[src/cpu_pkg.sv]
// cpu shared definitions
package cpu_pkg;

	localparam int word_width = 16;
	localparam int reg_sel_width = 3;

	// fetch states, then one state per execute step
	typedef enum logic [4:0] {
		reset_st, fetch1, fetch2, update_pc, decode_st,
		movi_s1,
		movs_s1, movs_s2, movs_s3, // mov shifted and mvn
		add_s1, add_s2, add_s3, add_s4, // add and and
		cmp_s1, cmp_s2, cmp_s3,
		ldr_s1, ldr_s2, ldr_s3, ldr_s4, ldr_s5,
		str_s1, str_s2, str_s3, str_s4, str_s5, str_s6,
		branch_s1,
		halt_st
	} state_t;

	typedef enum logic [1:0] {mem_none = 2'b00, mem_read = 2'b01, mem_write = 2'b10} mem_cmd_t;

	// encoding matches the op field of alu instructions
	typedef enum logic [1:0] {alu_add, alu_sub, alu_and, alu_not_b} alu_op_t;

	typedef enum logic [1:0] {shift_none, shift_lsl, shift_lsr, shift_asr} shift_t;

	typedef enum logic [1:0] {from_c, from_imm8, from_mem} wb_src_t;

	typedef enum logic [2:0] {pick_rm = 3'b001, pick_rd = 3'b010, pick_rn = 3'b100} nsel_t;

	localparam logic [2:0] opc_branch = 3'b001;
	localparam logic [2:0] opc_ldr = 3'b011;
	localparam logic [2:0] opc_str = 3'b100;
	localparam logic [2:0] opc_alu = 3'b101;
	localparam logic [2:0] opc_mov = 3'b110;
	localparam logic [2:0] opc_halt = 3'b111;

	localparam logic [2:0] cond_al = 3'b000;
	localparam logic [2:0] cond_eq = 3'b001;
	localparam logic [2:0] cond_ne = 3'b010;
	localparam logic [2:0] cond_lt = 3'b011;
	localparam logic [2:0] cond_le = 3'b100;

endpackage
[src/cpu.sv]
// multi-cycle risc cpu top
`timescale 1ns/10ps

module cpu #(
	parameter int addr_width = 9
) (
	input logic clk,
	input logic reset,
	input logic [cpu_pkg::word_width-1:0] read_data,
	output cpu_pkg::mem_cmd_t mem_cmd,
	output logic [addr_width-1:0] mem_addr,
	output logic [cpu_pkg::word_width-1:0] datapath_out,
	output logic halt
);
	logic [cpu_pkg::word_width-1:0] instr, sximm5, sximm8;
	logic [cpu_pkg::reg_sel_width-1:0] reg_num;
	logic [2:0] opcode, cond;
	logic [1:0] op;
	cpu_pkg::shift_t shift;
	cpu_pkg::nsel_t nsel;
	cpu_pkg::wb_src_t vsel;
	cpu_pkg::alu_op_t alu_op;
	logic loada, loadb, loadc, loads, asel, bsel, write;
	logic load_ir, load_pc, reset_pc, branch_take, addr_sel, load_addr;
	logic z, n, v;

	fetch_unit #(.addr_width(addr_width)) fetch_i (.clk(clk), .reset_pc(reset_pc),
		.load_pc(load_pc), .load_ir(load_ir), .load_addr(load_addr), .branch_take(branch_take),
		.addr_sel(addr_sel), .read_data(read_data), .sximm8(sximm8), .c_out(datapath_out),
		.instr(instr), .mem_addr(mem_addr));

	instr_decoder dec_i (.instr(instr), .nsel(nsel), .opcode(opcode), .cond(cond), .op(op),
		.shift(shift), .sximm5(sximm5), .sximm8(sximm8), .reg_num(reg_num));

	datapath dp_i (.clk(clk), .loada(loada), .loadb(loadb), .loadc(loadc), .loads(loads),
		.asel(asel), .bsel(bsel), .write(write), .vsel(vsel), .reg_num(reg_num),
		.shift(shift), .alu_op(alu_op), .read_data(read_data), .sximm8(sximm8),
		.sximm5(sximm5), .z(z), .n(n), .v(v), .c_out(datapath_out));

	control_fsm fsm_i (.clk(clk), .reset(reset), .opcode(opcode), .op(op), .cond(cond),
		.z(z), .n(n), .v(v), .loada(loada), .loadb(loadb), .loadc(loadc), .loads(loads),
		.asel(asel), .bsel(bsel), .write(write), .vsel(vsel), .nsel(nsel), .alu_op(alu_op),
		.load_ir(load_ir), .load_pc(load_pc), .reset_pc(reset_pc), .branch_take(branch_take),
		.addr_sel(addr_sel), .load_addr(load_addr), .mem_cmd(mem_cmd), .halt(halt));
endmodule

[src/control_fsm.sv]
// controller state machine
`timescale 1ns/10ps

module control_fsm (
	input logic clk,
	input logic reset,
	input logic [2:0] opcode,
	input logic [1:0] op,
	input logic [2:0] cond,
	input logic z,
	input logic n,
	input logic v,
	output logic loada,
	output logic loadb,
	output logic loadc,
	output logic loads,
	output logic asel,
	output logic bsel,
	output logic write,
	output cpu_pkg::wb_src_t vsel,
	output cpu_pkg::nsel_t nsel,
	output cpu_pkg::alu_op_t alu_op,
	output logic load_ir,
	output logic load_pc,
	output logic reset_pc,
	output logic branch_take,
	output logic addr_sel,
	output logic load_addr,
	output cpu_pkg::mem_cmd_t mem_cmd,
	output logic halt
);
	cpu_pkg::state_t state, next_state;
	logic cond_ok;

	always_ff @(posedge clk) begin
		if (reset) begin
			state <= cpu_pkg::reset_st;
		end else begin
			state <= next_state;
		end
	end

	always_comb begin
		case (cond)
			cpu_pkg::cond_al: cond_ok = 1'b1;
			cpu_pkg::cond_eq: cond_ok = z;
			cpu_pkg::cond_ne: cond_ok = !z;
			cpu_pkg::cond_lt: cond_ok = n ^ v;
			cpu_pkg::cond_le: cond_ok = (n ^ v) | z;
			default: cond_ok = 1'b0;
		endcase
	end

	always_comb begin
		next_state = cpu_pkg::halt_st; // undefined opcodes park here
		case (state)
			cpu_pkg::reset_st: next_state = cpu_pkg::fetch1;
			cpu_pkg::fetch1: next_state = cpu_pkg::fetch2;
			cpu_pkg::fetch2: next_state = cpu_pkg::update_pc;
			cpu_pkg::update_pc: next_state = cpu_pkg::decode_st;
			cpu_pkg::decode_st: begin
				case ({opcode, op})
					{cpu_pkg::opc_mov, 2'b10}: next_state = cpu_pkg::movi_s1;
					{cpu_pkg::opc_mov, 2'b00}: next_state = cpu_pkg::movs_s1;
					{cpu_pkg::opc_alu, 2'b00}: next_state = cpu_pkg::add_s1;
					{cpu_pkg::opc_alu, 2'b01}: next_state = cpu_pkg::cmp_s1;
					{cpu_pkg::opc_alu, 2'b10}: next_state = cpu_pkg::add_s1; // and
					{cpu_pkg::opc_alu, 2'b11}: next_state = cpu_pkg::movs_s1; // mvn
					{cpu_pkg::opc_ldr, 2'b00}: next_state = cpu_pkg::ldr_s1;
					{cpu_pkg::opc_str, 2'b00}: next_state = cpu_pkg::str_s1;
					{cpu_pkg::opc_branch, 2'b00}: next_state = cpu_pkg::branch_s1;
					{cpu_pkg::opc_halt, 2'b00}: next_state = cpu_pkg::halt_st;
					default: next_state = cpu_pkg::halt_st;
				endcase
			end
			// steps inside one instruction are consecutive in the enum
			cpu_pkg::movs_s1, cpu_pkg::movs_s2,
			cpu_pkg::add_s1, cpu_pkg::add_s2, cpu_pkg::add_s3,
			cpu_pkg::cmp_s1, cpu_pkg::cmp_s2,
			cpu_pkg::ldr_s1, cpu_pkg::ldr_s2, cpu_pkg::ldr_s3, cpu_pkg::ldr_s4,
			cpu_pkg::str_s1, cpu_pkg::str_s2, cpu_pkg::str_s3, cpu_pkg::str_s4, cpu_pkg::str_s5:
				next_state = cpu_pkg::state_t'(state + 5'd1);
			cpu_pkg::movi_s1, cpu_pkg::movs_s3, cpu_pkg::add_s4, cpu_pkg::cmp_s3,
			cpu_pkg::ldr_s5, cpu_pkg::str_s6, cpu_pkg::branch_s1:
				next_state = cpu_pkg::fetch1;
			default: next_state = cpu_pkg::halt_st;
		endcase
	end

	always_comb begin
		loada = 1'b0;
		loadb = 1'b0;
		loadc = 1'b0;
		loads = 1'b0;
		asel = 1'b0;
		bsel = 1'b0;
		write = 1'b0;
		vsel = cpu_pkg::from_c;
		nsel = cpu_pkg::pick_rm;
		alu_op = cpu_pkg::alu_op_t'(op); // op field selects the alu function
		load_ir = 1'b0;
		load_pc = 1'b0;
		reset_pc = 1'b0;
		branch_take = 1'b0;
		addr_sel = 1'b0;
		load_addr = 1'b0;
		mem_cmd = cpu_pkg::mem_none;
		case (state)
			cpu_pkg::reset_st: begin
				load_pc = 1'b1;
				reset_pc = 1'b1;
			end
			cpu_pkg::fetch1: begin
				mem_cmd = cpu_pkg::mem_read;
				addr_sel = 1'b1;
			end
			cpu_pkg::fetch2: begin
				mem_cmd = cpu_pkg::mem_read;
				addr_sel = 1'b1;
				load_ir = 1'b1;
			end
			cpu_pkg::update_pc: load_pc = 1'b1;
			cpu_pkg::movi_s1: begin
				nsel = cpu_pkg::pick_rn;
				vsel = cpu_pkg::from_imm8;
				write = 1'b1;
			end
			cpu_pkg::movs_s1, cpu_pkg::add_s2, cpu_pkg::cmp_s2: begin
				nsel = cpu_pkg::pick_rm;
				loadb = 1'b1;
			end
			cpu_pkg::movs_s2: begin
				asel = 1'b1;
				loadc = 1'b1;
			end
			cpu_pkg::movs_s3, cpu_pkg::add_s4: begin
				nsel = cpu_pkg::pick_rd;
				write = 1'b1;
			end
			cpu_pkg::add_s1, cpu_pkg::cmp_s1, cpu_pkg::ldr_s1, cpu_pkg::str_s1: begin
				nsel = cpu_pkg::pick_rn;
				loada = 1'b1;
			end
			cpu_pkg::add_s3: loadc = 1'b1;
			cpu_pkg::cmp_s3: loads = 1'b1;
			cpu_pkg::ldr_s2, cpu_pkg::str_s2: begin
				bsel = 1'b1; // rn + sximm5
				alu_op = cpu_pkg::alu_add;
				loadc = 1'b1;
			end
			cpu_pkg::ldr_s3: load_addr = 1'b1;
			cpu_pkg::ldr_s4: mem_cmd = cpu_pkg::mem_read;
			cpu_pkg::ldr_s5: begin
				mem_cmd = cpu_pkg::mem_read;
				nsel = cpu_pkg::pick_rd;
				vsel = cpu_pkg::from_mem;
				write = 1'b1;
			end
			cpu_pkg::str_s3: begin
				load_addr = 1'b1;
				nsel = cpu_pkg::pick_rd; // store data into b
				loadb = 1'b1;
			end
			cpu_pkg::str_s4: begin
				asel = 1'b1;
				alu_op = cpu_pkg::alu_add;
				loadc = 1'b1;
			end
			cpu_pkg::str_s5, cpu_pkg::str_s6: mem_cmd = cpu_pkg::mem_write;
			cpu_pkg::branch_s1: begin
				branch_take = cond_ok;
				load_pc = cond_ok;
			end
			default: ;
		endcase
	end

	assign halt = (state == cpu_pkg::halt_st);

	// a write only ever comes from a decoded store instruction
	a_write_only_in_str: assert property (@(posedge clk) disable iff (reset)
		(mem_cmd == cpu_pkg::mem_write) |-> (opcode == cpu_pkg::opc_str) && (op == 2'b00))
		else $error("memory write outside store");
	// the pc has been on the bus for a full cycle before the ir loads
	a_ir_after_fetch1: assert property (@(posedge clk) disable iff (reset)
		load_ir |-> ($past(state) == cpu_pkg::fetch1) && $past(addr_sel))
		else $error("instruction register loaded outside fetch");
endmodule

[src/fetch_unit.sv]
// instruction register, pc and data address
`timescale 1ns/10ps

module fetch_unit #(
	parameter int addr_width = 9
) (
	input logic clk,
	input logic reset_pc,
	input logic load_pc,
	input logic load_ir,
	input logic load_addr,
	input logic branch_take,
	input logic addr_sel,
	input logic [cpu_pkg::word_width-1:0] read_data,
	input logic [cpu_pkg::word_width-1:0] sximm8,
	input logic [cpu_pkg::word_width-1:0] c_out,
	output logic [cpu_pkg::word_width-1:0] instr,
	output logic [addr_width-1:0] mem_addr
);
	logic [addr_width-1:0] pc, next_pc, data_addr;

	// pc already points past the branch when the offset is added
	always_comb begin
		if (reset_pc) next_pc = '0;
		else if (branch_take) next_pc = pc + sximm8[addr_width-1:0];
		else next_pc = pc + addr_width'(1);
	end

	always_ff @(posedge clk) begin
		if (load_ir) instr <= read_data;
		if (load_pc) pc <= next_pc;
		if (load_addr) data_addr <= c_out[addr_width-1:0]; // computed ldr/str address
	end

	assign mem_addr = addr_sel ? pc : data_addr;

	a_pc_src_onehot: assert property (@(posedge clk) !(reset_pc && branch_take))
		else $error("pc reset and branch requested together");
endmodule

[src/datapath.sv]
// register file, operand registers and alu
`timescale 1ns/10ps

module datapath (
	input logic clk,
	input logic loada,
	input logic loadb,
	input logic loadc,
	input logic loads,
	input logic asel,
	input logic bsel,
	input logic write,
	input cpu_pkg::wb_src_t vsel,
	input logic [cpu_pkg::reg_sel_width-1:0] reg_num,
	input cpu_pkg::shift_t shift,
	input cpu_pkg::alu_op_t alu_op,
	input logic [cpu_pkg::word_width-1:0] read_data,
	input logic [cpu_pkg::word_width-1:0] sximm8,
	input logic [cpu_pkg::word_width-1:0] sximm5,
	output logic z,
	output logic n,
	output logic v,
	output logic [cpu_pkg::word_width-1:0] c_out
);
	logic [cpu_pkg::word_width-1:0] wb_data, rf_out;
	logic [cpu_pkg::word_width-1:0] a_reg, b_reg, a_in, b_in, alu_out;
	logic alu_z, alu_n, alu_v;

	always_comb begin
		case (vsel)
			cpu_pkg::from_imm8: wb_data = sximm8;
			cpu_pkg::from_mem: wb_data = read_data;
			default: wb_data = c_out;
		endcase
	end

	reg_file rf_i (.clk(clk), .write(write), .reg_num(reg_num), .data_in(wb_data),
		.data_out(rf_out));

	always_ff @(posedge clk) begin
		if (loada) a_reg <= rf_out;
		if (loadb) b_reg <= rf_out;
		if (loadc) c_out <= alu_out;
		if (loads) begin
			z <= alu_z;
			n <= alu_n;
			v <= alu_v;
		end
	end

	assign a_in = asel ? '0 : a_reg; // zero for mov, mvn and store data
	assign b_in = bsel ? sximm5 : b_reg; // address offset

	alu_shift alu_i (.a_in(a_in), .b_in(b_in), .shift(shift), .alu_op(alu_op),
		.result(alu_out), .z(alu_z), .n(alu_n), .v(alu_v));
endmodule

[src/alu_shift.sv]
// shifter and alu
`timescale 1ns/10ps

module alu_shift (
	input logic [cpu_pkg::word_width-1:0] a_in,
	input logic [cpu_pkg::word_width-1:0] b_in,
	input cpu_pkg::shift_t shift,
	input cpu_pkg::alu_op_t alu_op,
	output logic [cpu_pkg::word_width-1:0] result,
	output logic z,
	output logic n,
	output logic v
);
	localparam int msb = cpu_pkg::word_width - 1;

	logic [msb:0] b_sh;
	logic [msb:0] diff;

	always_comb begin
		case (shift)
			cpu_pkg::shift_lsl: b_sh = {b_in[msb-1:0], 1'b0};
			cpu_pkg::shift_lsr: b_sh = {1'b0, b_in[msb:1]};
			cpu_pkg::shift_asr: b_sh = {b_in[msb], b_in[msb:1]}; // keep sign
			default: b_sh = b_in;
		endcase
	end

	assign diff = a_in - b_sh;

	always_comb begin
		case (alu_op)
			cpu_pkg::alu_add: result = a_in + b_sh;
			cpu_pkg::alu_sub: result = diff;
			cpu_pkg::alu_and: result = a_in & b_sh;
			default: result = ~b_sh;
		endcase
	end

	assign z = (result == '0);
	assign n = result[msb];
	// signed overflow of a - b, only meaningful for cmp
	assign v = (a_in[msb] != b_sh[msb]) && (diff[msb] != a_in[msb]);
endmodule

[src/reg_file.sv]
// general purpose register file
`timescale 1ns/10ps

module reg_file (
	input logic clk,
	input logic write,
	input logic [cpu_pkg::reg_sel_width-1:0] reg_num,
	input logic [cpu_pkg::word_width-1:0] data_in,
	output logic [cpu_pkg::word_width-1:0] data_out
);
	logic [cpu_pkg::word_width-1:0] regs [2**cpu_pkg::reg_sel_width];

	always_ff @(posedge clk) begin
		if (write) begin
			regs[reg_num] <= data_in;
		end
	end

	assign data_out = regs[reg_num]; // combinational read

	// the fsm must never write through an undecoded register field
	a_write_num_known: assert property (@(posedge clk) write |-> !$isunknown(reg_num))
		else $error("register write with unknown register number");
endmodule

[src/instr_decoder.sv]
// instruction field decoder
`timescale 1ns/10ps

module instr_decoder (
	input logic [cpu_pkg::word_width-1:0] instr,
	input cpu_pkg::nsel_t nsel,
	output logic [2:0] opcode,
	output logic [2:0] cond,
	output logic [1:0] op,
	output cpu_pkg::shift_t shift,
	output logic [cpu_pkg::word_width-1:0] sximm5,
	output logic [cpu_pkg::word_width-1:0] sximm8,
	output logic [cpu_pkg::reg_sel_width-1:0] reg_num
);
	assign opcode = instr[15:13];
	assign op = instr[12:11];
	assign cond = instr[10:8]; // shares bits with rn

	// bits 4:3 belong to imm5 in ldr/str, so only register formats shift
	assign shift = (opcode == cpu_pkg::opc_mov || opcode == cpu_pkg::opc_alu) ?
		cpu_pkg::shift_t'(instr[4:3]) : cpu_pkg::shift_none;

	assign sximm5 = {{(cpu_pkg::word_width-5){instr[4]}}, instr[4:0]};
	assign sximm8 = {{(cpu_pkg::word_width-8){instr[7]}}, instr[7:0]};

	always_comb begin
		case (nsel)
			cpu_pkg::pick_rn: reg_num = instr[10:8];
			cpu_pkg::pick_rd: reg_num = instr[7:5];
			default: reg_num = instr[2:0]; // rm
		endcase
	end
endmodule

[config.mk]
export PLATFORM = sky130hd
export DESIGN_NAME = cpu
export DESIGN_NICKNAME = d
export VERILOG_FILES = /design/src/cpu_pkg.sv /design/src/cpu.sv /design/src/control_fsm.sv /design/src/fetch_unit.sv /design/src/datapath.sv /design/src/alu_shift.sv /design/src/reg_file.sv /design/src/instr_decoder.sv
export SDC_FILE = /design/constraint.sdc
export NUM_CORES = 1
export LEC_CHECK = 0
export BUFFER_PORTS_ARGS = -buffer_cell sky130_fd_sc_hd__buf_2
export CORE_MARGIN = 2
export CORE_UTILIZATION = 30
export DETAILED_ROUTE_END_ITERATION = 6
export PLACE_DENSITY = 0.43
export SETUP_SLACK_MARGIN = 0.02
export SLEW_MARGIN = 20
export SYNTH_ARGS = -nofsm -noshare
export SYNTH_HDL_FRONTEND = slang
export SYNTH_SLANG_ARGS = --single-unit
export TNS_END_PERCENT = 30
[constraint.sdc]
create_clock -name clk -period 15.7 [get_ports clk]
set_input_delay 4.71 -clock clk [delete_from_list [all_inputs] [get_ports clk]]
set_output_delay 4.71 -clock clk [all_outputs]
set_load 0.05 [all_outputs]
==> results.yml <==
status:
  status: "complete, no violations"
yosys:
  async_flop_share_pct: 0
  synth-main-ff-cell: "edfxtp_1"
  ys_ff_latch: 223
  yosysUniqueCellTypes: 90
  netlist_area_mm2: 0.0122
  syn_avg_cell_area_um2: 11.3
  syn-num-nets: 1158
  yosysSeqAreaShare_pct: 53.9
  synth_cells: 1088
  synth-edff-count: 213
  yosys_warnings: 0
drt:
  drcViolationCount: 0
  drt_iter0_markers: 799
  antenna_left: 0
  drt_wl_total_mm: 38.6
  routedWlPerCell_um: 23.1
  routed_via_density: 5.37
  firstDrtPassIters: 5
  vias: 8980
clock_network:
  cts.path.max_buffers: 3
  worstSkewPairLatency_ns: 0.55
  cts_sinks: 223
  cts-root-buf: "clkbuf_16"
  numCtsBuffers: 25
  cts_max_level: 1
  hold_buffers: 0
  clkTransAtPathRegs_ns: 0.05
  tritoncts: "done"
  post_cts_resized: 0
  cts_setup_buffers: 0
power:
  p_leak_nw: 4.94
  irDropWorstVdd_mv: 0.0837
  power_w: 0.00305
  cellPowerDensity_mw_per_mm2: 221
layout:
  area_growth_pct: 12.9
  finish.utilization_pct: 34.1
  drive_gt1_share_pct: 13.8
  largest_reg_flops: 128
  fin_nets: 1191
  fillers: 4041
  n_antenna_cell: 0
  regMostFlops: "dp_i.rf_i.regs"
  fin_cells: 1672
critical_path:
  crit_path_end_kind: "primary output"
  worstPathArrival_ns: 2.77
  cpMaxStageDelayCell: "dfxtp_1"
  worstPathRequired_ns: 10.99
  cp_max_fo: 24
  path_class: "reg -> out"
  reg2reg_slack_ns: 9.37
  start_kind: "register"
  crit_chain: "nor3_1, o21ai_1, buf_4, mux2_2, buf_2"
  cpPeakStageDelay_ns: 0.87
sta:
  tns_ns: 0
  finalCritPeriodShare_pct: 47.6
  final.setup_skew_ns: 0.0161
  relSlewSlack_pct: 24.4
  grt_setup_unrepaired: "no"
  slew_violations: 0
  worst_pin_slew_ns: 1.13
  fin_crit_ns: 7.48
  setup_viol: 0
  layout_setup_ws_ns: 8.22
  fmax_mhz: 134
  finalHoldViolCount: 0
floorplanning:
  num_rows: 74
  die_h_um: 206
  dieArea_mm2: 0.0425
  coreArea_mm2: 0.0406
  ios: 46
  fp.dieW_um: 206
  start_util_pct: 30.2
place:
  io_buffers: 45
  dp_cells: 1626
  place_congestion: 0.881
  dp_slack_ns: 8.78
  hpwl_mm: 28.2
job:
  maxCapViolCount: 0
global_routing:
  grt_pass1_vias: 8750
  grt_max_degree: 29
  antenna_found_initial: 0
  grt_pass1_wl_mm: 57.0
  grt_remaining_overflow: 0
  grt_usage_pct: 18.3
worst_hold_path:
  min_path_type: "reg -> reg"
[cells in the final DEF (no fill, tap or decap), drive strengths merged, types with 32 or more instances in the layout]
master  instances
edfxtp        213
nand2          91
nor2           85
a21oi          73
buf            70
ha             49
a22oi          42
inv            40
o21ai          40
clkbuf         35
nor3           32
[worst paths after layout]
path                                       end            from  cells after the start
worst min-delay path            fsm_i.state[1]        register                      2
worst max-delay path               mem_addr[0]  fsm_i.state[4]                      5
worst min register to register  fsm_i.state[1]        register                      2
worst max register to register          dp_i.z  fsm_i.state[2]                     16
[cells in the mapped netlist, types with 6 or more instances]
library cell  number  area (um2)
edfxtp_1         213        6400
nand2_1           91         342
nor2_1            85         319
a21oi_1           73         365
ha_1              49         613
a22oi_1           42         315
clkbuf_1          41         154
inv_1             39         146
o21ai_0           38         190
nor3_1            30         150
and2_1            27         169
nand3_1           23         115
xnor2_1           19         166
a221oi_1          18         158
a21o_1            16         120
nor2b_1           16         100
buf_2             14        70.1
a221o_1           12         120
mux2_2            12         135
o22ai_1           12        75.1
a31oi_1           11        68.8
nand2b_1          11        68.8
a22o_1            10        87.6
dfxtp_1           10         200
mux2i_1           10         100
xor2_1             9        78.8
and3_1             8        50.1
o21a_1             8        60.1
o21bai_1           8        60.1
or2_2              7        43.8
a211o_1            6        52.6
[per-layer routing]
layer,GRT usage (%),vias to the layer above,part of all wire [%]
met1,24.4,4426,45
met5,0,-,0
met3,3.69,61,6.2
li1,-,4212,-
met4,5.31,0,2.6
met2,29.9,281,46
[cells by family after synthesis]
family,Yosys count,synth area share [%]
AOI/OAI and AO/OA,321,18.8
and+or+nand+nor,329,13.2
muxes,27,2.78
DFF,223,53.9
xor gates and xnor gates,29,2.14
buffers and inverters,106,3.61
adders and majority gates,53,5.58
[final cells by class]
cell class / count / area (um2) / area share [%]
Sequential cell: 223 / 6600 / 47.7
Multi-Input combinational cell: 759 / 5270 / 38.1
Tap cell: 532 / 666 / 4.82
Clock buffer: 35 / 663 / 4.80
Timing Repair Buffer: 70 / 413 / 2.99
Inverter: 42 / 158 / 1.14
Clock inverter: 11 / 60.1 / 0.434
[critical path: cells and delay by family (launching register included)]
| kind | cells | cell delay, ns |
|---|---|---|
| buffers and inverters | 2 | 0.49 |
| DFF | 1 | 0.87 |
| AOI/OAI and AO/OA | 1 | 0.39 |
| muxes | 1 | 0.34 |
| and+or+nand+nor | 1 | 0.15 |
[power breakdown]
group | switching (W) | leakage (nW) | total (W) | internal (W)
clock network | 0.000233 | 0.350 | 0.000528 | 0.000295
registers | 0.0000710 | 2.02 | 0.000938 | 0.000867
logic | 0.00105 | 2.58 | 0.00159 | 0.000537
total | 0.00135 | 4.94 | 0.00305 | 0.00170
[through the flow]
step	cell area, um2	hold slack (ns)
after detailed placement	13100	0.472
after floorplan	12200	0.430
after global routing	13800	0.516
after CTS	13800	0.479
final	13800	0.476
after global placement	13100	0.473
(Power assumes the default switching activity.)
